==> src/include/tile_data_defines.svh <==
`ifndef TILE_DATA_DEFINES_SVH
`define TILE_DATA_DEFINES_SVH

// Bus widths
`define TD_ADDR_W 32
`define TD_DATA_W 32
`define TD_STRB_W 4
`define TD_AMO_W 4

// Reorder ID, 8 outstanding requests
`define TD_ID_W 3

// Local TCDM banks
`define TD_NR_TCDM 2
`define TD_BANK_WORDS 64
`define TD_BANK_IDX_W 6
`define TD_BYTE_OFS_W 2

// Address map, port index covers banks plus the SoC port
`define TD_NUM_RULES 2
`define TD_PORT_W 2

// Outstanding SoC reads
`define TD_SOC_FIFO_DEPTH 8
`define TD_FIFO_PTR_W 3

`endif

==> src/hdl/tile_data_pkg.sv <==
`include "tile_data_defines.svh"

package tile_data_pkg;

  // Atomic operation carried with each request
  typedef enum logic [`TD_AMO_W-1:0] {
    AMO_NONE = 4'h0,
    AMO_SWAP = 4'h1,
    AMO_ADD  = 4'h2
  } amo_op_e;

  // Core request payload
  typedef struct packed {
    logic [`TD_ADDR_W-1:0] addr;
    logic                  write;
    amo_op_e               amo;
    logic [`TD_DATA_W-1:0] data;
    logic [`TD_STRB_W-1:0] strb;
    logic [`TD_ID_W-1:0]   id;
  } dreq_t;

  // Response payload back to the core
  typedef struct packed {
    logic [`TD_DATA_W-1:0] data;
    logic                  error;
    logic [`TD_ID_W-1:0]   id;
  } dresp_t;

  // One address window, end_addr is exclusive
  // idx selects a bank, or the SoC port when equal to the bank count
  typedef struct packed {
    logic [`TD_ADDR_W-1:0] start_addr;
    logic [`TD_ADDR_W-1:0] end_addr;
    logic [`TD_PORT_W-1:0] idx;
  } addr_rule_t;

endpackage

==> src/hdl/tcdm_bank.sv <==
`timescale 1ns/10ps

`include "tile_data_defines.svh"

module tcdm_bank (
  input  logic                  clk_i,
  input  logic                  arst_n_i,
  input  tile_data_pkg::dreq_t  req_i,
  input  logic                  qvalid_i,
  output logic                  qready_o,
  output tile_data_pkg::dresp_t resp_o,
  output logic                  pvalid_o,
  input  logic                  pready_i
);

  logic [`TD_DATA_W-1:0]    mem_q [`TD_BANK_WORDS];
  logic [`TD_BANK_IDX_W-1:0] word_idx;
  logic [`TD_DATA_W-1:0]    old_word;
  logic [`TD_DATA_W-1:0]    new_word;
  logic                     mem_we;
  logic                     needs_resp;
  logic                     accept;

  logic [`TD_DATA_W-1:0]    resp_data_q;
  logic [`TD_ID_W-1:0]      resp_id_q;
  logic                     pvalid_q;

  // Word index wraps within the bank
  assign word_idx = req_i.addr[`TD_BYTE_OFS_W +: `TD_BANK_IDX_W];
  assign old_word = mem_q[word_idx];

  assign needs_resp = !req_i.write || (req_i.amo != tile_data_pkg::AMO_NONE);

  // Free slot, or the held response leaves this cycle
  assign qready_o = !pvalid_q || pready_i;
  assign accept   = qvalid_i && qready_o;

  always_comb begin
    new_word = old_word;
    mem_we   = 1'b0;
    case (req_i.amo)
      tile_data_pkg::AMO_SWAP: begin
        new_word = req_i.data;
        mem_we   = 1'b1;
      end
      tile_data_pkg::AMO_ADD: begin
        new_word = old_word + req_i.data;
        mem_we   = 1'b1;
      end
      default: begin
        if (req_i.write) begin
          for (int b = 0; b < `TD_STRB_W; b++) begin
            if (req_i.strb[b]) begin
              new_word[8*b +: 8] = req_i.data[8*b +: 8];
            end
          end
          mem_we = 1'b1;
        end
      end
    endcase
  end

  // Banks come out of reset cleared
  always_ff @(posedge clk_i or negedge arst_n_i) begin
    if (!arst_n_i) begin
      for (int w = 0; w < `TD_BANK_WORDS; w++) begin
        mem_q[w] <= '0;
      end
    end else if (accept && mem_we) begin
      mem_q[word_idx] <= new_word;
    end
  end

  always_ff @(posedge clk_i or negedge arst_n_i) begin
    if (!arst_n_i) begin
      pvalid_q <= 1'b0;
    end else if (accept && needs_resp) begin
      pvalid_q <= 1'b1;
    end else if (pready_i) begin
      pvalid_q <= 1'b0;
    end
  end

  // Loads and atomics both return the word before the update
  always_ff @(posedge clk_i) begin
    if (accept && needs_resp) begin
      resp_data_q <= old_word;
      resp_id_q   <= req_i.id;
    end
  end

  assign resp_o.data  = resp_data_q;
  assign resp_o.error = 1'b0;
  assign resp_o.id    = resp_id_q;
  assign pvalid_o     = pvalid_q;

endmodule

==> config.mk <==
export PLATFORM = sky130hd
export DESIGN_NAME = tcdm_bank
export DESIGN_NICKNAME = d
export VERILOG_FILES = /design/src/hdl/tile_data_pkg.sv /design/src/hdl/tcdm_bank.sv
export VERILOG_INCLUDE_DIRS = /design/src /design/src/include
export SDC_FILE = /design/constraint.sdc
export NUM_CORES = 2
export LEC_CHECK = 0
export ABC_AREA = 1
export CORE_ASPECT_RATIO = 1.2
export CORE_MARGIN = 2
export CORE_UTILIZATION = 45
export CTS_BUF_LIST = sky130_fd_sc_hd__clkbuf_16
export DETAILED_ROUTE_END_ITERATION = 10
export DONT_BUFFER_PORTS = 1
export PLACE_DENSITY = 0.58
export SYNTH_ARGS = -nofsm -noshare
export SYNTH_HDL_FRONTEND = slang
export SYNTH_SLANG_ARGS = --single-unit
export TNS_END_PERCENT = 30
==> constraint.sdc <==
create_clock -name clk_i -period 6.3 [get_ports clk_i]
set_clock_uncertainty 0.15 [all_clocks]
set_input_delay 0.315 -clock clk_i [delete_from_list [all_inputs] [get_ports clk_i]]
set_output_delay 0.315 -clock clk_i [all_outputs]
set_load 0.02 [all_outputs]
== Yosys cells after proc, flatten, opt, wreduce, memory -nomap -nowiden ==
Index checks and enable logic that the tools add are counted.
W data, S select, Z words.
Cells by class
  $add $sub $neg: 1
  order comparisons: 2
  eq/ne operators: 2
  multiplexer cells: 16
  bitwise gates (word level): 1
  reduce and logical (&&, ||, !) cells: 11
Operators with widths (number)
  $bwmux W2048: 1
  $bmux W32 S6: 1
  $demux W32 S6: 1
  $mux W32: 4
  $pmux W32 S2: 1
  $add A32 B32 Y32: 1
  $mux W8: 4
  $ge A7 B7 Y1 const B: 1
  $lt A7 B1 Y1 const B: 1
  $not A6 Y7: 1
  $eq A4 B1 Y1 const B: 1
  $eq A4 B2 Y1 const B: 1
  $logic_and A1 B1 Y1: 4
  $mux W1: 4
  $reduce_bool A4 Y1: 1
  $logic_not A1 Y1: 2
  $logic_or A1 B1 Y1: 2
  $reduce_bool A2 Y1: 1
  $reduce_or A2 Y1: 1
Storage, ports and cells
  register bits: 2084
  input bits: 80
  output and inout port bits: 38
  word-level logic and storage cells: 100

== Logic depth before layout (Yosys ltp) ==
  depth after elaboration: 8
  mapped depth: 33
  gate-level depth less buffers: 30

== Worst setup path before layout ==
Ideal clock, no wire load.
  kind: input-to-reg
  from: in req_i[48] (netlist name)
  to: reg mem_q[1020] (netlist name)
  setup time: 0.117 ns
  arrival: 3.598 ns
  data required time: 6.033 ns
  path slack: 2.435 ns
  stages: 30
  path buffers: 4
  path through: buf_4 > inv_2 > nand2_2 > nor2_2 > buf_2 > buf_2 > nand2_1 > nand4_1 > o21ai_0 > nand2_1 > nor2_1 > nand2_1 > ha_1 > inv_1 > fa_1 > inv_1 > nand2_1 > a21oi_1 > nand3_1 > nand2_1 > nand2_1 > nand2_1 > nand2_1 > a21oi_1 > nor2_1 > nor2_1 > nand2_1 > buf_2 > nand2_1 > nand2_1
Between the ends
  elaborated cells on any way between the ends: 14
  those cells by class: add/sub (1); order compare (2); mux (9); bitwise (1); reduce/logical (1)
RTL lines
  from (decl): line tcdm_bank.sv:8  | input tile_data_pkg::dreq_t req_i,
  $not A6 Y7 (not written as such): line tcdm_bank.sv:30  | assign old_word = mem_q[word_idx];
  $bmux W32 S6: line tcdm_bank.sv:30
  $mux W32 (not written as such) (2 in a row): line tcdm_bank.sv:30
  via old_word[0]: line tcdm_bank.sv:18  | logic [`TD_DATA_W-1:0] old_word;
  $add A32 B32 Y32: line tcdm_bank.sv:47  | new_word = old_word + req_i.data;
  $pmux W32 S2: line tcdm_bank.sv:41  | case (req_i.amo)
  $bwmux W2048: line tcdm_bank.sv:70  | mem_q[word_idx] <= new_word;
  to (signal, indexed assignment): line tcdm_bank.sv:70
  to (decl): line tcdm_bank.sv:16  | logic [`TD_DATA_W-1:0] mem_q [`TD_BANK_WORDS];
The timed path passes the listed nets, and every way through them passes these cells. The select of a mux whose other input is x is not followed.
A chain may end at the register's enable or synchronous reset.

== Worst setup path after layout ==
  from: in req_i[46] (netlist name)
  to: reg mem_q[1692] (netlist name)
The elaborated chain is that of the path after synthesis.

==> qor.yml <==
pwr:
  power.share.clock_pct: 42.1
  cellLeakagePower_nw: 59.0
  switching_power_mw: 7.99
  switching_share_pct: 27.2
  power_frac_comb_pct: 8.8
  p_int_mw: 21.4
  ir_drop_mv: 0.300
  power_mw: 29.4
  p_per_area_nw_per_um2: 273
  p_seq_share_pct: 49.1
critical_path:
  reg2reg_depth: 22
  worst_setup_path_end_kind: "flop"
  r2r_end: "mem_q[1692]"
  crit_fanout: 84
  reg2reg_slack_ps: 1260
  cp_common_cell: "nand2_1"
  slowest_stage: "nor2_4"
  crit_arrival_ps: 5940
  r2r_start: "mem_q[1287]"
  critPathMaxStageDelay_ps: 1090
  crit_type: "primary input to flop"
  cp-start-kind: "primary input"
  required_ps: 6980
cells_and_area:
  design_area_um2: 108000
  seq_area_um2: 52300
  fillers: 20700
  nNetsFinal: 12900
  final_layout_size_suffix_gt1_share_pct: 5.98
  area_growth_pct: 11.0
  multi_input_area_um2: 40300
route:
  routed_wl_um: 374000
  first_pass_iters: 6
  wl_per_cell_um: 23.7
  final_antenna_net_count: 0
  vias_per_cell: 5.56
  drc: 0
  first_iter_violations: 9742
  vias: 87700
min_path:
  hold_path_class: "primary input to asynchronous set/reset pin"
placement:
  port_buffers: 0
  gp_congestion: 0.904
  dp_hpwl_um: 216000
  pre_cts_ws_ps: 462
  post_dp_cell_area_um2: 101000
sta:
  setup_tns_ps: 0
  setup_violations: 0
  tightest_slew_ps: 1530
  period_minus_slack_ps: 5260
  finalHoldViolCount: 17
  whs_ps: -60.8
  rsz0062_at_grt: "false"
  fin_crit_sh_pct: 83.5
  fin_ws_ps: 1040
  maxSlewHeadroom_pct: -1.79
  slew_violations: 33
  max_clock_freq_mhz: 190
cts:
  path_clk_slew_ps: 60
  clkSinkCount: 2084
  cts_tree: "yes"
  cts_root_buffer: "clkbuf_16"
  cts.repair.resized: 0
  postCtsHoldBufs: 43
  cts_max_level: 4
  insertion_delay_ps: 910
  clk_path_buf_depth: 3
  numCtsBuffers: 216
  postCtsSetupRepairBufs: 0
floorplan:
  num_io_pins: 118
  die_w_um: 428
  dieArea_um2: 219000
  row_count: 186
  start_util_pct: 45.3
  placeableCoreArea_um2: 214000
  die_height_um: 513
yosys:
  synth-async-reset-ratio_pct: 98.3
  ys_warn_count: 0
  synth_top_area_share_pct: 52.8
  synth.most_common_cell: "nand2_1"
  ys.flop_type: "dfrtp_1"
  synth.area.top_cells: "dfrtp_1 53%, nand2_1 32%, nand4_1 2.1%, buf_2 1.8%, clkbuf_1 1.6%"
  synthCells: 13000
  synthesis.nets: 13200
  synth_area_um2: 97100
  ys_types: 45
  ys_seq_elements: 2084
  seq_area_frac_synth_pct: 53.9
  synth_edf_count: 35
  syn_area_per_cell_um2: 7.44
  synth_common_cells: "8395 x nand2_1, 2049 x dfrtp_1, 416 x clkbuf_1"
  yosysTopAreaCell: "dfrtp_1"
global_route:
  grt_overflow: 0
  grt_util_all_layers_pct: 33.7
  grt_max_degree: 266
  grt_antenna_before_repair: 6
  grt_pass1_wl_um: 555000
  first_global_vias: 84600
run_status:
  violations: "negative hold slack, max-slew violations"
  status: "finished, violations left"
run:
  maxCapViolations: 0
[cells by family (layout without fill, tap and decap cells)]
kind of cell,after synthesis,after routing,share of synthesized area [%]
buffers and inverters,1119,1013,5.06
XOR/XNOR,4,4,0.0361
other,1,5,0.00386
AND/OR/NAND/NOR,9229,9229,37.1
flip-flops,2084,2084,53.9
adder cells (fa/ha/maj),32,32,0.420
AO/OA/AOI/OAI,579,579,3.49
[power groups by stage]
| stage | registers, mW | logic [mW] | clock network, mW |
|---|---|---|---|
| after floorplan | 14.6 | 1.40 | 0 |
| after global routing | 14.5 | 2.81 | 13.0 |
| final | 14.4 | 2.59 | 12.4 |
| after detailed placement | 14.7 | 2.50 | 0 |
| after global placement | 14.6 | 2.45 | 0 |
| after CTS | 14.4 | 2.56 | 12.5 |
[worst max-delay path by stage]
stage                     startpoint     endpoint  slack (ps)  cells past startpoint
after detailed placement   req_i[46]    mem_q[92]         460                     29
after global placement     req_i[48]  mem_q[1724]         460                     29
after global routing       req_i[47]  mem_q[1596]         830                     30
final                      req_i[46]  mem_q[1692]        1040                     29
after floorplan            req_i[48]  mem_q[1020]        2430                     30
after CTS                  req_i[46]    mem_q[92]        1370                     29
[per-layer routing]
layer	vias to the layer above	global-route usage (%)	routed length (um)
li1	39600	-	-
met1	43000	44.4	150000
met2	4287	53.1	168000
met3	818	5.98	33700
met4	6	18.3	22400
met5	-	0	42
[worst max-delay path: cells and delay by family]
family / cells / cell delay [ps]
simple gates: 19 / 3080
buf+inv: 6 / 1190
compound gates: 2 / 580
fa+ha+maj: 2 / 550
[cell usage in the layout (no fill, tap or decap), types with 12 or more instances in the layout]
master,count
nand2_1,8394
dfrtp_1,2049
nand4_1,329
inv_1,262
clkbuf_16,218
buf_4,210
nor2_1,204
o21ai_0,178
a21oi_1,167
nand3_1,147
a22oi_1,146
buf_12,73
inv_2,69
nor2_4,66
clkinv_1,62
o21ai_1,42
dlygate4sd3_1,42
clkinv_2,41
edfxtp_1,35
ha_1,31
nand2_2,24
nor3_1,17
o2bb2ai_1,14
nand2_4,13
buf_16,12
[stage by stage]
step           instances  hold WS (ps)  utilization, %
6_report           15800         -60.8            50.3
5_1_grt            15800          53.9            50.3
4_1_cts            15800          13.3            50.2
3_5_place_dp       15300          -106            46.9
3_3_place_gp       15300          -107            46.9
2_1_floorplan      13000          -131               -
[flip-flops by register name (all words and copies together), names as in the netlist]
| register | count |
|---|---|
| mem_q | 2048 |
| pvalid_o | 1 |
| resp_data_q | 32 |
| resp_id_q | 3 |
[area by class of cell]
cell class	count	share of cell area, %
tap	2820	3.28
clock buffer	218	5.06
timing repair buffer	337	3.52
multi-input combinational	9845	37.4
antenna	4	0.00929
clock inverter	177	1.13
sequential	2084	48.6
inverter	281	0.980
Note: power is estimated with default switching activity, not from simulation.
