$ cat src/include/tile_data_defines.svh
`ifndef TILE_DATA_DEFINES_SVH
`define TILE_DATA_DEFINES_SVH

// Bus widths
`define TD_ADDR_W 32
`define TD_DATA_W 32
`define TD_STRB_W 4
`define TD_AMO_W 4

// Reorder ID, 8 outstanding requests
`define TD_ID_W 3

// Local TCDM banks
`define TD_NR_TCDM 2
`define TD_BANK_WORDS 64
`define TD_BANK_IDX_W 6
`define TD_BYTE_OFS_W 2

// Address map, port index covers banks plus the SoC port
`define TD_NUM_RULES 2
`define TD_PORT_W 2

// Outstanding SoC reads
`define TD_SOC_FIFO_DEPTH 8
`define TD_FIFO_PTR_W 3

`endif

$ cat src/hdl/tile_data_pkg.sv
`include "tile_data_defines.svh"

package tile_data_pkg;

  // Atomic operation carried with each request
  typedef enum logic [`TD_AMO_W-1:0] {
    AMO_NONE = 4'h0,
    AMO_SWAP = 4'h1,
    AMO_ADD  = 4'h2
  } amo_op_e;

  // Core request payload
  typedef struct packed {
    logic [`TD_ADDR_W-1:0] addr;
    logic                  write;
    amo_op_e               amo;
    logic [`TD_DATA_W-1:0] data;
    logic [`TD_STRB_W-1:0] strb;
    logic [`TD_ID_W-1:0]   id;
  } dreq_t;

  // Response payload back to the core
  typedef struct packed {
    logic [`TD_DATA_W-1:0] data;
    logic                  error;
    logic [`TD_ID_W-1:0]   id;
  } dresp_t;

  // One address window, end_addr is exclusive
  // idx selects a bank, or the SoC port when equal to the bank count
  typedef struct packed {
    logic [`TD_ADDR_W-1:0] start_addr;
    logic [`TD_ADDR_W-1:0] end_addr;
    logic [`TD_PORT_W-1:0] idx;
  } addr_rule_t;

endpackage

$ cat src/hdl/soc_id_fifo.sv
`timescale 1ns/10ps

`include "tile_data_defines.svh"

module soc_id_fifo (
  input  logic                clk_i,
  input  logic                arst_n_i,
  input  logic                push_i,
  input  logic [`TD_ID_W-1:0] id_i,
  input  logic                pop_i,
  output logic [`TD_ID_W-1:0] id_o,
  output logic                full_o,
  output logic                empty_o
);

  localparam logic [`TD_FIFO_PTR_W:0] Depth = `TD_SOC_FIFO_DEPTH;

  logic [`TD_ID_W-1:0]       mem_q [`TD_SOC_FIFO_DEPTH];
  logic [`TD_FIFO_PTR_W-1:0] wr_ptr_q;
  logic [`TD_FIFO_PTR_W-1:0] rd_ptr_q;
  logic [`TD_FIFO_PTR_W:0]   count_q;
  logic                      do_push;
  logic                      do_pop;

  assign full_o  = (count_q == Depth);
  assign empty_o = (count_q == '0);

  // Push into a full queue or pop from an empty one is dropped
  assign do_push = push_i && !full_o;
  assign do_pop  = pop_i && !empty_o;

  assign id_o = mem_q[rd_ptr_q];

  // Depth is a power of two, pointers wrap on their own
  always_ff @(posedge clk_i or negedge arst_n_i) begin
    if (!arst_n_i) begin
      wr_ptr_q <= '0;
      rd_ptr_q <= '0;
      count_q  <= '0;
    end else begin
      if (do_push) begin
        wr_ptr_q <= wr_ptr_q + 1'b1;
      end
      if (do_pop) begin
        rd_ptr_q <= rd_ptr_q + 1'b1;
      end
      if (do_push && !do_pop) begin
        count_q <= count_q + 1'b1;
      end else if (do_pop && !do_push) begin
        count_q <= count_q - 1'b1;
      end
    end
  end

  always_ff @(posedge clk_i) begin
    if (do_push) begin
      mem_q[wr_ptr_q] <= id_i;
    end
  end

endmodule

$ cat src/hdl/resp_arbiter.sv
`timescale 1ns/10ps

`include "tile_data_defines.svh"

module resp_arbiter (
  input  logic                                  clk_i,
  input  logic                                  arst_n_i,
  input  tile_data_pkg::dresp_t [`TD_NR_TCDM:0] in_p_i,
  input  logic                  [`TD_NR_TCDM:0] in_pvalid_i,
  output logic                  [`TD_NR_TCDM:0] in_pready_o,
  output tile_data_pkg::dresp_t                 out_p_o,
  output logic                                  out_pvalid_o,
  input  logic                                  out_pready_i
);

  localparam int unsigned NumIn = `TD_NR_TCDM + 1;
  localparam logic [`TD_PORT_W-1:0] LastIdx = `TD_NR_TCDM;

  logic [`TD_PORT_W-1:0] rr_q;
  logic [`TD_PORT_W-1:0] gnt;
  logic                  gnt_valid;
  logic                  lock_q;
  logic [`TD_PORT_W-1:0] lock_idx_q;
  logic                  xfer;

  // Search from the priority pointer, first valid source wins
  always_comb begin
    int unsigned cand;
    gnt       = rr_q;
    gnt_valid = 1'b0;
    for (int k = 0; k < NumIn; k++) begin
      cand = (int'(rr_q) + k) % NumIn;
      if (!gnt_valid && in_pvalid_i[cand]) begin
        gnt_valid = 1'b1;
        gnt       = cand[`TD_PORT_W-1:0];
      end
    end
    // Stalled grant stays put so the payload is stable
    if (lock_q) begin
      gnt       = lock_idx_q;
      gnt_valid = in_pvalid_i[lock_idx_q];
    end
  end

  assign out_p_o      = in_p_i[gnt];
  assign out_pvalid_o = gnt_valid;
  assign xfer         = gnt_valid && out_pready_i;

  always_comb begin
    in_pready_o      = '0;
    in_pready_o[gnt] = out_pready_i && gnt_valid;
  end

  always_ff @(posedge clk_i or negedge arst_n_i) begin
    if (!arst_n_i) begin
      rr_q       <= '0;
      lock_q     <= 1'b0;
      lock_idx_q <= '0;
    end else begin
      if (xfer) begin
        rr_q <= (gnt == LastIdx) ? '0 : gnt + 1'b1;
      end
      lock_q     <= gnt_valid && !out_pready_i;
      lock_idx_q <= gnt;
    end
  end

endmodule

$ cat src/hdl/tcdm_shim.sv
`timescale 1ns/10ps

`include "tile_data_defines.svh"

module tcdm_shim (
  input  logic                                         clk_i,
  input  logic                                         arst_n_i,
  // Core request channel
  input  tile_data_pkg::dreq_t                         data_q_i,
  input  logic                                         data_qvalid_i,
  output logic                                         data_qready_o,
  // Core response channel
  output tile_data_pkg::dresp_t                        data_p_o,
  output logic                                         data_pvalid_o,
  input  logic                                         data_pready_i,
  // Banks
  output tile_data_pkg::dreq_t  [`TD_NR_TCDM-1:0]      bank_q_o,
  output logic                  [`TD_NR_TCDM-1:0]      bank_qvalid_o,
  input  logic                  [`TD_NR_TCDM-1:0]      bank_qready_i,
  input  tile_data_pkg::dresp_t [`TD_NR_TCDM-1:0]      bank_p_i,
  input  logic                  [`TD_NR_TCDM-1:0]      bank_pvalid_i,
  output logic                  [`TD_NR_TCDM-1:0]      bank_pready_o,
  // SoC port
  output tile_data_pkg::dreq_t                         soc_q_o,
  output logic                                         soc_qvalid_o,
  input  logic                                         soc_qready_i,
  input  logic                  [`TD_DATA_W-1:0]       soc_pdata_i,
  input  logic                                         soc_perror_i,
  input  logic                                         soc_pvalid_i,
  output logic                                         soc_pready_o,
  // Address map
  input  tile_data_pkg::addr_rule_t [`TD_NUM_RULES-1:0] address_map_i
);

  localparam logic [`TD_PORT_W-1:0] SocPort = `TD_NR_TCDM;

  logic [`TD_PORT_W-1:0]  tgt;
  logic                   rule_hit;
  logic [`TD_NR_TCDM:0]   tgt_sel;
  logic                   needs_resp;
  logic                   soc_blocked;
  logic                   soc_ready_eff;

  logic                   id_push;
  logic                   id_pop;
  logic [`TD_ID_W-1:0]    id_head;
  logic                   id_full;
  logic                   id_empty;

  tile_data_pkg::dresp_t                  soc_p;
  tile_data_pkg::dresp_t [`TD_NR_TCDM:0]  arb_p;
  logic                  [`TD_NR_TCDM:0]  arb_pvalid;
  logic                  [`TD_NR_TCDM:0]  arb_pready;

  // Address decode, lowest matching rule wins
  always_comb begin
    tgt      = SocPort;
    rule_hit = 1'b0;
    for (int r = 0; r < `TD_NUM_RULES; r++) begin
      if (!rule_hit &&
          data_q_i.addr >= address_map_i[r].start_addr &&
          data_q_i.addr <  address_map_i[r].end_addr) begin
        rule_hit = 1'b1;
        // Anything past the last bank means SoC
        tgt = (address_map_i[r].idx < SocPort) ? address_map_i[r].idx : SocPort;
      end
    end
  end

  always_comb begin
    tgt_sel      = '0;
    tgt_sel[tgt] = 1'b1;
  end

  // Loads and atomics expect a response
  assign needs_resp = !data_q_i.write || (data_q_i.amo != tile_data_pkg::AMO_NONE);

  // No room to remember the ID of another SoC read
  assign soc_blocked   = needs_resp && id_full;
  assign soc_ready_eff = soc_qready_i && !soc_blocked;

  // Request steering
  assign bank_q_o      = {`TD_NR_TCDM{data_q_i}};
  assign bank_qvalid_o = {`TD_NR_TCDM{data_qvalid_i}} & tgt_sel[`TD_NR_TCDM-1:0];
  assign soc_q_o       = data_q_i;
  assign soc_qvalid_o  = data_qvalid_i && tgt_sel[`TD_NR_TCDM] && !soc_blocked;
  assign data_qready_o = |(tgt_sel & {soc_ready_eff, bank_qready_i});

  assign id_push = soc_qvalid_o && soc_qready_i && needs_resp;
  assign id_pop  = soc_pvalid_i && soc_pready_o;

  soc_id_fifo i_soc_id_fifo (
    .clk_i   (clk_i),
    .arst_n_i(arst_n_i),
    .push_i  (id_push),
    .id_i    (data_q_i.id),
    .pop_i   (id_pop),
    .id_o    (id_head),
    .full_o  (id_full),
    .empty_o (id_empty)
  );

  // SoC responses come back in order, tag with the oldest ID
  assign soc_p.data  = soc_pdata_i;
  assign soc_p.error = soc_perror_i;
  assign soc_p.id    = id_head;

  assign arb_p      = {soc_p, bank_p_i};
  assign arb_pvalid = {soc_pvalid_i && !id_empty, bank_pvalid_i};

  assign bank_pready_o = arb_pready[`TD_NR_TCDM-1:0];
  assign soc_pready_o  = arb_pready[`TD_NR_TCDM];

  resp_arbiter i_resp_arbiter (
    .clk_i       (clk_i),
    .arst_n_i    (arst_n_i),
    .in_p_i      (arb_p),
    .in_pvalid_i (arb_pvalid),
    .in_pready_o (arb_pready),
    .out_p_o     (data_p_o),
    .out_pvalid_o(data_pvalid_o),
    .out_pready_i(data_pready_i)
  );

endmodule

$ cat config.mk
export PLATFORM = sky130hd
export DESIGN_NAME = tcdm_shim
export DESIGN_NICKNAME = d
export VERILOG_FILES = /design/src/hdl/tile_data_pkg.sv /design/src/hdl/soc_id_fifo.sv /design/src/hdl/resp_arbiter.sv /design/src/hdl/tcdm_shim.sv
export VERILOG_INCLUDE_DIRS = /design/src /design/src/include
export SDC_FILE = /design/constraint.sdc
export NUM_CORES = 1
export LEC_CHECK = 0
export BUFFER_PORTS_ARGS = -buffer_cell sky130_fd_sc_hd__buf_4
export CORE_AREA = 3 3 228 230
export DETAILED_ROUTE_END_ITERATION = 10
export DIE_AREA = 0 0 231 233
export SYNTH_ARGS = -nofsm -noshare
export SYNTH_HDL_FRONTEND = slang
export SYNTH_HIERARCHICAL = 1
export SYNTH_SLANG_ARGS = --single-unit
$ cat constraint.sdc
create_clock -name clk_i -period 7.5 [get_ports clk_i]
set_clock_uncertainty 0.1 [all_clocks]
set_input_delay 1.5 -clock clk_i [delete_from_list [all_inputs] [get_ports clk_i]]
set_output_delay 1.5 -clock clk_i [all_outputs]
set_load 0.02 [all_outputs]
Yosys cells after proc, flatten, opt, wreduce, memory -nomap -nowiden
Memories as Yosys holds them, arrays and structs flattened.
Index checks and enable logic that the tools add are counted.
Widths: inputs -> output; s select.

storage, ports and cells
  bits in registers = 15
  RAM bits = 24
  memories kept = 1
  ROM bits = 0
  input port bits = 323
  output and inout bits = 272
  latch bits = 0
  word-level logic and storage cells = 104

memory list
  memory               words  bits a word  read ports  clocked after Yosys merged registers in  wr ports  RTL line           text
  i_soc_id_fifo.mem_q  8      3            1           0                                        1         soc_id_fifo.sv:18  logic [`TD_ID_W-1:0] mem_q [`TD_SOC_FIFO_DEPTH];

operators by class
  shift operators = 0
  reductions and logical operators = 36
  $add $sub $neg = 7
  equality and inequality tests = 2
  order comparisons = 14
  muxes and demuxes = 32
  $mul = 0
  bitwise gates (word level) = 3
  divide/modulo/power cells = 3

operators by type and width
  cell                   count
  $lt 32x3->1 const B    3
  $bmux 36 s2            1
  $ge 32x32->1           2
  $lt 32x32->1           2
  $mod 32x2->32 const B  2
  $mux 36                1
  $mod 2x2->32 const B   1
  $logic_and 1x1->1      21
  $mux 2                 9
  $mux 1                 13
  $logic_not 1->1        10
  $lt 2x3->1 const B     3
  $bmux 1 s2             4
  $mux 4                 2
  $add 3x1->3 const B    2
  $and 3x3->3            2
  $add 4x1->4 const B    1
  $demux 1 s2            2
  $eq 4x4->1 const B     1
  $ge 2x1->1 const B     2
  $logic_not 4->1        1
  $lt 2x2->1 const B     2
  $reduce_bool 4->1      1
  $sub 4x1->4 const B    1
  other kinds (8)        8

Longest topological paths before layout
Gate-level depths: netlist of run 1.

  word-level depth = 23
  depth in mapped cells = 19
  mapped depth without buffers = 19

By module
The synthesis of run 1 kept the hierarchy.

modules (own cells, without submodules)
  module        seq. area each (um2)  times used  area each (um2)  cells each
  tcdm_shim     0.0                   1           5,016.1          686
  resp_arbiter  125.1                 1           1,650.3          225
  soc_id_fifo   970.9                 1           1,549.0          99

Least setup slack after synthesis of run 1
No wires, ideal clock.

  path type = input to register
  start = input address_map_i[49] in the netlist's numbering
  end = register i_soc_id_fifo.count_q[3]
  data arrival time = 5.311 ns
  path buffers = 0
  data required time = 7.269 ns
  slack = 1.958 ns
  cell stages on the path = 19
  cell sequence = inv_1 -> ha_1 -> and4_1 -> nand4_1 -> o32a_1 -> a31oi_1 -> a2111oi_0 -> a2111o_1 -> mux2i_1 -> nor2_1 -> and3_1 -> nand2_4 -> inv_1 -> ha_1 -> inv_1 -> ha_1 -> or4_1 -> o211ai_1 -> o211ai_1

on the way
  word-level cells in the longest chain between the ends = 19
  elaborated cells between the ends (all ways) = 23
  classes of those cells = order compare: 3; mux: 6; reduce/logical: 14

RTL lines
  item                                                                   RTL line           text
  start: declaration                                                     tcdm_shim.sv:32    input tile_data_pkg::addr_rule_t [`TD_NUM_RULES-1:0] address_map_i
  $ge 32x32->1 *                                                         tcdm_shim.sv:61    data_q_i.addr >= address_map_i[r].start_addr &&
  $logic_and 1x1->1 *                                                    tcdm_shim.sv:61
  $mux 1                                                                 tcdm_shim.sv:60    if (!rule_hit &&
  $logic_not 1->1                                                        tcdm_shim.sv:60
  $logic_and 1x1->1                                                      tcdm_shim.sv:60
  $logic_and 1x1->1                                                      tcdm_shim.sv:61
  $mux 2 *                                                               tcdm_shim.sv:60
  $lt 2x3->1 (not written as such) / $ge 2x1->1 (equally long branches)  tcdm_shim.sv:72    tgt_sel[tgt] = 1'b1;
  (+5 left out)                                                          -
  named net soc_qvalid_o                                                 tcdm_shim.sv:25    output logic soc_qvalid_o,
  $logic_and 1x1->1 * (2 in a row)                                       tcdm_shim.sv:89    assign id_push = soc_qvalid_o && soc_qready_i && needs_resp;
  named net id_push                                                      tcdm_shim.sv:44    logic id_push;
  $logic_and 1x1->1 *                                                    soc_id_fifo.sv:29  assign do_push = push_i && !full_o;
  named net i_soc_id_fifo.do_push                                        soc_id_fifo.sv:22  logic do_push;
  $logic_not 1->1                                                        soc_id_fifo.sv:49  end else if (do_pop && !do_push) begin
  $logic_and 1x1->1                                                      soc_id_fifo.sv:49
  $reduce_bool 2->1 (no line)                                            -
  end signal: assignment                                                 soc_id_fifo.sv:48  count_q <= count_q + 1'b1;
  end signal: assignment                                                 soc_id_fifo.sv:50  count_q <= count_q - 1'b1;
  end: declaration                                                       soc_id_fifo.sv:21  logic [`TD_FIFO_PTR_W:0] count_q;

The timed path passes the listed nets; every way through them passes the cells marked *.
A chain may end at the register's enable or synchronous reset.

Worst setup path in the final report of run 1
  start = input data_q_i[44] in the netlist's numbering
  end = output data_qready_o

on the way
  word-level cells in the longest chain between the ends = 13
  elaborated cells between the ends (all ways) = 18
  classes of those cells = order compare: 6; mux: 5; bitwise: 1; reduce/logical: 6

RTL lines
  item                                                                   RTL line                          text
  start: declaration                                                     tcdm_shim.sv:9                    input tile_data_pkg::dreq_t data_q_i,
  $ge 32x32->1 / $lt 32x32->1 (equally long branches)                    tcdm_shim.sv:61, tcdm_shim.sv:62
  $logic_and 1x1->1                                                      tcdm_shim.sv:61
  $mux 1                                                                 tcdm_shim.sv:60
  $logic_not 1->1                                                        tcdm_shim.sv:60
  $logic_and 1x1->1                                                      tcdm_shim.sv:60
  $logic_and 1x1->1                                                      tcdm_shim.sv:61
  $mux 2 *                                                               tcdm_shim.sv:60
  $lt 2x3->1 (not written as such) / $ge 2x1->1 (equally long branches)  tcdm_shim.sv:72
  $logic_and 1x1->1 (not written as such)                                tcdm_shim.sv:72
  $mux 1 (not written as such)                                           tcdm_shim.sv:72
  $demux 1 s2 *                                                          tcdm_shim.sv:72
  $and 3x3->3 *                                                          tcdm_shim.sv:87                   assign data_qready_o = |(tgt_sel & {soc_ready_eff, bank_qready_i});
  $reduce_or 3->1 *                                                      tcdm_shim.sv:87
  end: declaration                                                       tcdm_shim.sv:11                   output logic data_qready_o,

Every way passes the cells marked *; elsewhere a longest branch is shown, timed or not.

==> results by stage, run 1 <==
Status:
- The run finished with clean final reports.

Floorplan:
- The floorplan has 82 rows.
- The die height is 233 um.
- From left edge to right edge, the die measures 231 um.
- The effective utilization at floorplan is 16.4%.
- 595 I/O pins were placed.
- The placeable core region is 50100 sq um.
- The area enclosed by the die boundary is 53800 sq um.

Synthesis:
- In this run the mean area of a mapped cell was 8.13 sq um.
- For this run, the number of Yosys warnings is 6.
- The sequential element share of the synthesized area is 13.3%.
- The most used flip-flop cell after synthesis is sky130_fd_sc_hd__edfxtp_1.
- Synthesis produced a netlist with a net count of 1469.
- The number of enable flip-flop cells after synthesis is 24.
- The count of mapped cells out of synthesis is 1010.
- Ranked by total cell area, the synthesized netlist is headed by sky130_fd_sc_hd__buf_4 (21%), sky130_fd_sc_hd__ha_1 (21%), sky130_fd_sc_hd__edfxtp_1 (8.8%), sky130_fd_sc_hd__inv_1 (7.6%), sky130_fd_sc_hd__o221ai_2 (5.5%).
- The register bit total from synthesis is 39.
- The fraction of registers with async set/reset is 38.5%.
- The combined area of all synthesized cells is 8220 sq um.
- Synthesis instantiated 70 different standard cells from the library.
- The top cell type by area accounts for 21.0% of the synthesized area.
- The biggest area contributor in the post-synthesis netlist is sky130_fd_sc_hd__buf_4.

STA:
- Timing would allow up to 0.155 GHz.
- The final number of hold-violating endpoints came to 0.
- The count of final setup violators is 0.
- For the final routed database, the setup TNS stands at 0 ns.
- The tightest hold path in the finished design has a slack of 0.427 ns.
- In the post-route analysis, the smallest setup slack over all paths is 1.03 ns.
- The final critical path takes up 86.2% of the cycle.
- Setup repair after global routing left no endpoint under its margin.
- Measured against its own limit, the worst slew margin works out to 29.9%.
- The number of pins exceeding their max-slew limit in the final report was 0.
- The transition time of the tightest slew-check pin is 1.05 ns.
- The worst path needs 6.47 ns of the cycle, external delays included.

Power:
- IR analysis of the VDD net gives a maximum drop of 0.378 mV.
- The ratio of total power to cell area is 264 nW/um^2.
- The analysis attributes to cell leakage a power of 5.54 nW.

Finish:
- The post-route netlist has 42.5% of its cells at a drive strength greater than 1.
- The number of inserted diodes is 0.
- Cells fill 21.5% of the core in the end.
- Relative to the synthesized area, the layout overhead comes to 31.0%.
- The filler cells instantiated in the layout total 5603.
- The multi-input combinational cell area is 4620 sq um.
- The count of nets after finishing is 1676.
- The sequential cells in the finished layout cover a total of 1100 sq um.

Critical path:
- The cell family contributing the most delay on the critical path is compound AO/OA/AOI/OAI gates.
- The worst setup path is captured at an output pin.
- The category of the most critical setup path is in2out.
- The critical register-to-register path startpoint is i_resp_arbiter/rr_q[0].
- On the worst path, the slowest cell contributes a delay of 0.71 ns.
- The required time reported for the critical path endpoint is 5.90 ns.
- The destination of the critical timing path is data_qready_o.
- STA puts the critical path data arrival time at 4.87 ns.
- For the worst flop-to-flop path, the logic depth is 18.
- Traced cell by cell, the critical path runs through buf_4 -> inv_1 -> ha_1 -> nand2b_1 -> a2111oi_0 -> o32a_1 -> a31oi_1 -> a2111oi_0 -> buf_4 -> a2111o_1 -> mux2i_2 -> nor2b_1 -> a221o_1 -> buf_4.
- The endpoint of the most critical register-to-register path is i_soc_id_fifo/count_q[3].
- The critical-path maximum fanout is 6.
- The most common cell type on the critical path is sky130_fd_sc_hd__buf_4.
- The sort of element at the start of the critical path is an input port.
- The total buffers and inverters traversed by the critical path is 4.
- For this design, the slowest cell found on the critical path is sky130_fd_sc_hd__a2111oi_0.
- The most critical setup path has its startpoint at data_q_i[44].
- Counting buffers and inverters, the worst setup path is 14 cells deep.
- In this run the register-to-register setup slack is 2.57 ns.

Routing:
- The average vias per placed instance is 4.05.
- The detailed-route via count is 7661.
- In the routed design, unresolved DRC markers number 0.
- The detailed-route wire length is 30.9 mm.
- The count of nets left with antenna violations once routing finished came out at 0.
- The number of detailed-routing iterations run before antenna repair is 5.
- The first routing iteration left 485 violations.
- The post-detailed-route wirelength per cell is 16.4 um.

Clock tree:
- TritonCTS built the clock tree.
- Post-CTS timing repair inserted 0 buffers for setup.
- Once the clock tree was built, the resizer swapped 0 gates to a different size.
- In this run, post-CTS hold repair placed 0 buffers.
- The longest clock path from root to sink contains 2 buffers.
- The clock reaches the later pin of the worst-skew pair after 0.27 ns.
- The clock transition time at the flip-flop clock pins of the worst setup and hold paths is 0.05 ns.
- The clock net sink count is 39.
- The total clock buffers created by CTS is 5.
- CTS placed an instance of sky130_fd_sc_hd__clkbuf_16 at the clock tree root.
- CTS built an H-tree with a depth of 2.

Global routing:
- The pin count of the biggest net entering global routing is 74.
- The global-route track usage on met2 is 17.5%.
- The met3 track utilization from global routing is 1.81%.
- met2 is the most crowded layer.
- Summed over all layers, the global routing overflow is 0.
- The number of global-route vias before repair came to 7529.
- The number of antenna violations at the first check in global routing is 2.
- Global routing used 10.4% of the available tracks.
- The global-route wire length before repair is 43.7 mm.
- Global routing consumed, on the met1 layer, 13.9% of the routing resources.

Run:
- The max-capacitance violation count is 0.

Min path:
- The tightest min-delay check is of the reg2reg type.

Placement:
- The final HPWL from detailed placement is 27.0 mm.
- The congestion estimate from routability-driven global placement came to 0.840.
- The number of input and output port buffers inserted is 450.
- The pre-CTS setup slack is 0.969 ns.
[stage by stage]
step	total power, mW	std cells	cell area, sq um
2_1_floorplan	1.96	1010	8220
4_1_cts	2.85	1890	10800
3_3_place_gp	2.59	1882	10600
5_1_grt	3.04	1890	10800
6_report	2.84	1890	10800
3_5_place_dp	2.64	1882	10600
[final cells by class]
cell class                      count  area share (%)
Multi-Input combinational cell    547            43.0
Inverter                          169            5.90
Tap cell                          672            7.81
Clock buffer                        7            1.33
Timing Repair Buffer              455            31.7
Clock inverter                      1          0.0465
Sequential cell                    39            10.2
[kinds of logic (layout without fill, tap and decap cells)]
logic type	Yosys count	after routing	synth area share [%]
buf+inv	424	632	30.5
simple gates	230	230	14.8
compound gates	154	154	16.3
fa+ha+maj	136	136	20.8
flops	39	39	13.3
mux	21	21	3.69
xor+xnor	6	6	0.640
[cells in the mapped netlist (6+ instances only)]
cell	n
sky130_fd_sc_hd__buf_2	9
sky130_fd_sc_hd__a21oi_1	38
sky130_fd_sc_hd__o21ai_0	15
sky130_fd_sc_hd__nor2_1	26
sky130_fd_sc_hd__buf_4	230
sky130_fd_sc_hd__a21o_1	10
sky130_fd_sc_hd__edfxtp_1	24
sky130_fd_sc_hd__mux2i_1	6
sky130_fd_sc_hd__ha_1	135
sky130_fd_sc_hd__inv_1	167
sky130_fd_sc_hd__nand3_1	16
sky130_fd_sc_hd__nor2b_1	8
sky130_fd_sc_hd__nand2b_1	10
sky130_fd_sc_hd__o221ai_2	30
sky130_fd_sc_hd__o221ai_1	7
sky130_fd_sc_hd__mux4_2	6
sky130_fd_sc_hd__nand2_1	75
sky130_fd_sc_hd__and4_1	7
sky130_fd_sc_hd__nor3_1	9
sky130_fd_sc_hd__dfrtp_1	15
sky130_fd_sc_hd__clkbuf_1	9
sky130_fd_sc_hd__nand4_1	50
sky130_fd_sc_hd__o21ai_1	6
[power by group]
part | total [mW] | internal (mW) | switching [mW] | leakage [nW]
clock | 0.208 | 0.132 | 0.0761 | 0.0739
sequential | 0.353 | 0.276 | 0.0768 | 0.401
combinational | 2.28 | 0.924 | 1.36 | 5.06
[layer usage]
layer	wire, um	part of all wire, %	up-vias
met2	14900	48	285
met1	13300	43	3617
li1	-	-	3694
met5	21	0.068	-
met3	2030	6.5	61
met4	624	2.0	4
[cell usage in the layout (no fill, tap or decap), types with 6 or more instances in the layout]
cell type / synthesis / routed
sky130_fd_sc_hd__nand2_1: 75 / 75
sky130_fd_sc_hd__mux4_2: 6 / 6
sky130_fd_sc_hd__nand3_1: 16 / 16
sky130_fd_sc_hd__dfrtp_1: 15 / 15
sky130_fd_sc_hd__o221ai_2: 30 / 30
sky130_fd_sc_hd__nand4_1: 50 / 50
sky130_fd_sc_hd__o21ai_0: 15 / 15
sky130_fd_sc_hd__mux2i_1: 6 / 6
sky130_fd_sc_hd__inv_1: 167 / 167
sky130_fd_sc_hd__edfxtp_1: 24 / 24
sky130_fd_sc_hd__nand2b_1: 10 / 10
sky130_fd_sc_hd__a21o_1: 10 / 10
sky130_fd_sc_hd__nor2b_1: 8 / 8
sky130_fd_sc_hd__and4_1: 7 / 7
sky130_fd_sc_hd__a21oi_1: 38 / 38
sky130_fd_sc_hd__nor2_1: 26 / 26
sky130_fd_sc_hd__ha_1: 135 / 135
sky130_fd_sc_hd__buf_4: 230 / 455
sky130_fd_sc_hd__nor3_1: 9 / 9
sky130_fd_sc_hd__o221ai_1: 7 / 7
sky130_fd_sc_hd__o21ai_1: 6 / 6
[how the worst min path moves through the flow]
stage | from | to | slack (ns) | cells after the start
3_3_place_gp | i_soc_id_fifo/wr_ptr_q[0] | i_soc_id_fifo/wr_ptr_q[0] | 0.40 | 1
3_5_place_dp | i_soc_id_fifo/wr_ptr_q[0] | i_soc_id_fifo/wr_ptr_q[0] | 0.42 | 1
6_report | i_soc_id_fifo/wr_ptr_q[0] | i_soc_id_fifo/wr_ptr_q[0] | 0.43 | 1
2_1_floorplan | i_soc_id_fifo/wr_ptr_q[0] | i_soc_id_fifo/wr_ptr_q[0] | 0.38 | 1
5_1_grt | i_soc_id_fifo/wr_ptr_q[0] | i_soc_id_fifo/wr_ptr_q[0] | 0.44 | 1
4_1_cts | i_soc_id_fifo/wr_ptr_q[0] | i_soc_id_fifo/wr_ptr_q[0] | 0.43 | 1
[registers in the layout, indices dropped and copies added (netlist names)]
name,cells
i_resp_arbiter/rr_q,2
i_soc_id_fifo/wr_ptr_q,3
i_soc_id_fifo/rd_ptr_q,3
i_resp_arbiter/lock_q,1
i_soc_id_fifo/mem_q,24
i_resp_arbiter/lock_idx_q,2
i_soc_id_fifo/count_q,4
(Power assumes the default switching activity.)
==> run 2, diff against run 1 <==
- BUFFER_PORTS_ARGS: -buffer_cell sky130_fd_sc_hd__buf_4 -> unset
- DONT_BUFFER_PORTS: unset -> 1
==> run 2 against run 1 <==
  * Combinational power shrank 26%
  * First-iteration DRC count decreased by 20%
  * Maximum frequency about the same
  * Final cell count shrank 24%
  * Design area shrank 31%
  * Highest routed layer unchanged
  * Via count fell by 21%
  * Sequential share of layout area increased by 4.6 points
  * Largest power group unchanged
  * Total power decreased by 20%
  * Utilization fell by 6.7 points
  * Critical path type unchanged
==> results by stage, run 2 (synthesis results as in run 1) <==
Floorplan:
- The die boundary width is 231 um (unchanged).
- The I/O pin count is 595 (unchanged).
- The die height is 233 um (unchanged).
- The placeable core region came to 50100 sq um (unchanged).
- The number of core rows is 82 (unchanged).
- The area enclosed by the die boundary is 53800 sq um (unchanged).
- The effective utilization at floorplan is 16.4% (unchanged).

Critical path:
- The longest individual stage delay on the worst path is 0.82 ns (was 0.71 ns).
- The critical-path maximum fanout is 6 (unchanged).
- The arrival time of data at the critical path endpoint was 4.87 ns (about the same).
- The category of the most critical setup path is in2out (unchanged).
- The cell family contributing the most delay on the critical path is compound AO/OA/AOI/OAI gates (unchanged).
- The total buffers and inverters traversed by the critical path is 2 (was 4).
- The most common cell type on the critical path is sky130_fd_sc_hd__a2111oi_0 (was sky130_fd_sc_hd__buf_4).
- The sort of element at the start of the critical path is an input port (unchanged).
- Cell Chain, Critical Path: inv_1 -> ha_1 -> nand2b_1 -> a2111oi_0 -> o32a_1 -> a31oi_1 -> a2111oi_0 -> buf_4 -> a2111o_1 -> mux2i_1 -> nor2b_1 -> a221o_1 (was buf_4 -> inv_1 -> ha_1 -> nand2b_1 -> a2111oi_0 -> o32a_1 -> a31oi_1 -> a2111oi_0 -> buf_4 -> a2111o_1 -> mux2i_2 -> nor2b_1 -> a221o_1 -> buf_4).
- The library cell contributing the largest single delay on the critical path is sky130_fd_sc_hd__a2111oi_0 (unchanged).
- The required time reported for the critical path endpoint came to 5.90 ns (about the same).
- The type of element capturing the critical path is an output pin (unchanged).

Finish:
- The finished layout cell area is 7400 sq um (was 10800 sq um).
- The final standard cell count with taps included and fillers excluded came to 1441 (was 1890).
- The synthesis-to-finish area growth is -9.88% (was 31.0%).
- The count of nets after finishing is 1227 (was 1676).
- The number of flip-flops under the largest register name is 24 (unchanged).
- The fraction of final layout cells with drive strength greater than 1 is 8.84% (was 42.5%).
- The most common library cell in the layout ignoring fill and taps is sky130_fd_sc_hd__inv_1 (was sky130_fd_sc_hd__buf_4).
- The register with the most flip-flops was i_soc_id_fifo/mem_q (unchanged).
- Top flop regs: i_soc_id_fifo/mem_q: 24 flops, i_soc_id_fifo/count_q: 4 flops (unchanged).
- The number of inserted diodes came to 0 (unchanged).
- Highest-count cells in the layout ignoring fill and taps: sky130_fd_sc_hd__inv_1 (167), sky130_fd_sc_hd__ha_1 (135), sky130_fd_sc_hd__nand2_1 (75), sky130_fd_sc_hd__nand4_1 (50), sky130_fd_sc_hd__a21oi_1 (38) (was sky130_fd_sc_hd__buf_4 (455), sky130_fd_sc_hd__inv_1 (167), sky130_fd_sc_hd__ha_1 (135), sky130_fd_sc_hd__nand2_1 (75), sky130_fd_sc_hd__nand4_1 (50)).

STA:
- The sum of negative setup slack is 0 ns (unchanged).
- Unrepaired setup endpoints after global routing: false (unchanged).
- The share of the cycle needed by the critical path after routing is 86.3% (was 86.2%).
- The number of pins exceeding their max-slew limit in the final report is 0 (unchanged).
- The highest clock rate came to 0.155 GHz (about the same).
- The final number of hold-violating endpoints is 0 (unchanged).
- The transition time of the tightest slew-check pin is 0.995 ns (was 1.05 ns).
- The remaining max-slew budget at the tightest pin is 33.6% (was 29.9%).
- The count of final setup violators came to 0 (unchanged).
- The minimum period implied by the final worst setup slack is 6.47 ns (about the same).

Placement:
- The weighted congestion at the end of routability-driven global placement was 0.813 (was 0.840).
- The final HPWL from detailed placement is 23.3 mm (was 27.0 mm).
- The total instance count after detailed placement is 1433 (was 1882).
- The post-place instance area is 7240 sq um (was 10600 sq um).
- The number of input and output port buffers inserted is 0 (was 450).

Clock tree:
- The number of instances resized during post-cts repair is 0 (unchanged).
- The clock transition time at the flip-flop clock pins of the worst setup and hold paths is 0.05 ns (about the same).
- The number of buffers inserted to repair setup after CTS came to 0 (unchanged).
- The depth of the CTS H-tree came to 2 (unchanged).
- The TritonCTS clock tree is done (unchanged).
- The count of hold-fix buffers inserted at cts was 0 (unchanged).
- The buffer levels on the longest clock path is 2 (unchanged).
- The insertion delay to the later sink of the worst-skew pair is 0.28 ns (was 0.27 ns).
- The root buffer cell is sky130_fd_sc_hd__clkbuf_16 (unchanged).
- The total clock buffers created by CTS was 5 (unchanged).
- The clock net sink count is 39 (unchanged).

Global routing:
- The number of antenna violations at the first check in global routing was 3 (was 2).
- The pin count of the biggest net entering global routing is 74 (unchanged).
- The global-route congestion overflow total is 0 (unchanged).
- The global-route wire length before repair came to 36.2 mm (was 43.7 mm).
- The total routing usage reported by global routing was 8.95% (was 10.4%).
- The number of global-route vias before repair is 5601 (was 7529).

Run:
- The max-capacitance violation count is 0 (unchanged).

Routing:
- The post-route antenna net violation count is 0 (unchanged).
- The post-detailed-route wirelength per cell is 18.6 um (was 16.4 um).
- The detailed-route via count is 6067 (was 7661).
- The number of detailed-routing iterations run before antenna repair is 4 (was 5).
- The remaining routing DRC violations is 0 (unchanged).
- The starting DRC count in detailed routing was 388 (was 485).
- The average vias per placed instance is 4.21 (was 4.05).
- The detailed-route wire length is 26.8 mm (was 30.9 mm).

Power:
- The overall power of the completed layout is 2.27 mW (was 2.84 mW).
- The worst ir drop on vdd is 0.285 mV (was 0.378 mV).
- The static leakage is 3.37 nW (was 5.54 nW).
- The ratio of total power to cell area is 307 nW/um^2 (was 264 nW/um^2).

Status:
- Outcome: finished, final reports clean (unchanged).

Min path:
- The class of the tightest hold or removal check is reg2reg (unchanged).
## run 2: cell types whose count changed in the layout (fill, tap and decap cells not counted)
| cell | change |
|---|---|
| sky130_fd_sc_hd__clkinv_2 | -1 |
| sky130_fd_sc_hd__buf_4 | -449 |
| sky130_fd_sc_hd__clkbuf_8 | -1 |
| sky130_fd_sc_hd__clkbuf_1 | +1 |
| sky130_fd_sc_hd__bufinv_16 | +1 |
## run 2: power by group
group / leakage, nW / internal, mW / switching (mW)
registers: 0.401 / 0.276 / 0.0758
clock network: 0.0781 / 0.157 / 0.0748
logic: 2.89 / 0.511 / 1.18
## run 2: worst paths after layout
check | start | endpoint | slack, ns | depth (start not counted)
setup reg to reg | i_soc_id_fifo/count_q[0] | i_soc_id_fifo/count_q[3] | 2.42 | 17
setup / recovery | data_q_i[44] | data_qready_o | 1.03 | 12
hold / removal | i_soc_id_fifo/wr_ptr_q[0] | i_soc_id_fifo/wr_ptr_q[0] | 0.43 | 1
min in group asynchronous | arst_n_i | i_soc_id_fifo/rd_ptr_q[1] | 0.81 | 0
max in group asynchronous | arst_n_i | i_soc_id_fifo/count_q[1] | 6.41 | 0
hold reg to reg | i_soc_id_fifo/wr_ptr_q[0] | i_soc_id_fifo/wr_ptr_q[0] | 0.43 | 1
## run 2: metrics by stage
step                      setup slack, ns  util, %  hold WS, ns
after floorplan                      1.96        -        0.383
after global placement              0.962     14.5        0.406
after detailed placement            0.762     14.5        0.414
after CTS                           0.915     14.8        0.426
after global routing                0.757     14.8        0.452
final                                1.03     14.8        0.428
## run 2: routing by layer
layer / global-route usage [%] / wire [um] / up-vias
met5: 0 / 23 / -
met4: 2.23 / 579 / 4
met3: 2.07 / 2070 / 59
met2: 13.5 / 11900 / 284
met1: 12.8 / 12200 / 2938
li1: - / - / 2782
## run 2: final cells by class
type / instances / area (sq um)
clock buffers: 7 / 133
clock inverters: 1 / 30.0
fillers: 5721 / 42700
inverters: 169 / 634
multi-input cells: 547 / 4620
flip-flops and latches: 39 / 1100
well taps: 672 / 841
repair buffers: 6 / 45.0
## run 2: worst reg2reg max path: stages (launching register included)
cell and delay, ns:
sky130_fd_sc_hd__dfrtp_1 0.48, sky130_fd_sc_hd__nor4_1 0.36, sky130_fd_sc_hd__nor2b_1 0.17, sky130_fd_sc_hd__nor2b_1 0.16
sky130_fd_sc_hd__mux2_2 0.29, sky130_fd_sc_hd__nor3b_1 0.17, sky130_fd_sc_hd__a221oi_2 0.45, sky130_fd_sc_hd__o21ai_4 0.06
sky130_fd_sc_hd__buf_4 0.30, sky130_fd_sc_hd__nor2_1 0.56, sky130_fd_sc_hd__and2_1 0.24, sky130_fd_sc_hd__o41ai_2 0.14
sky130_fd_sc_hd__ha_1 0.29, sky130_fd_sc_hd__inv_1 0.15, sky130_fd_sc_hd__ha_1 0.31, sky130_fd_sc_hd__or4_1 0.52
sky130_fd_sc_hd__o211ai_1 0.10, sky130_fd_sc_hd__o211ai_1 0.11
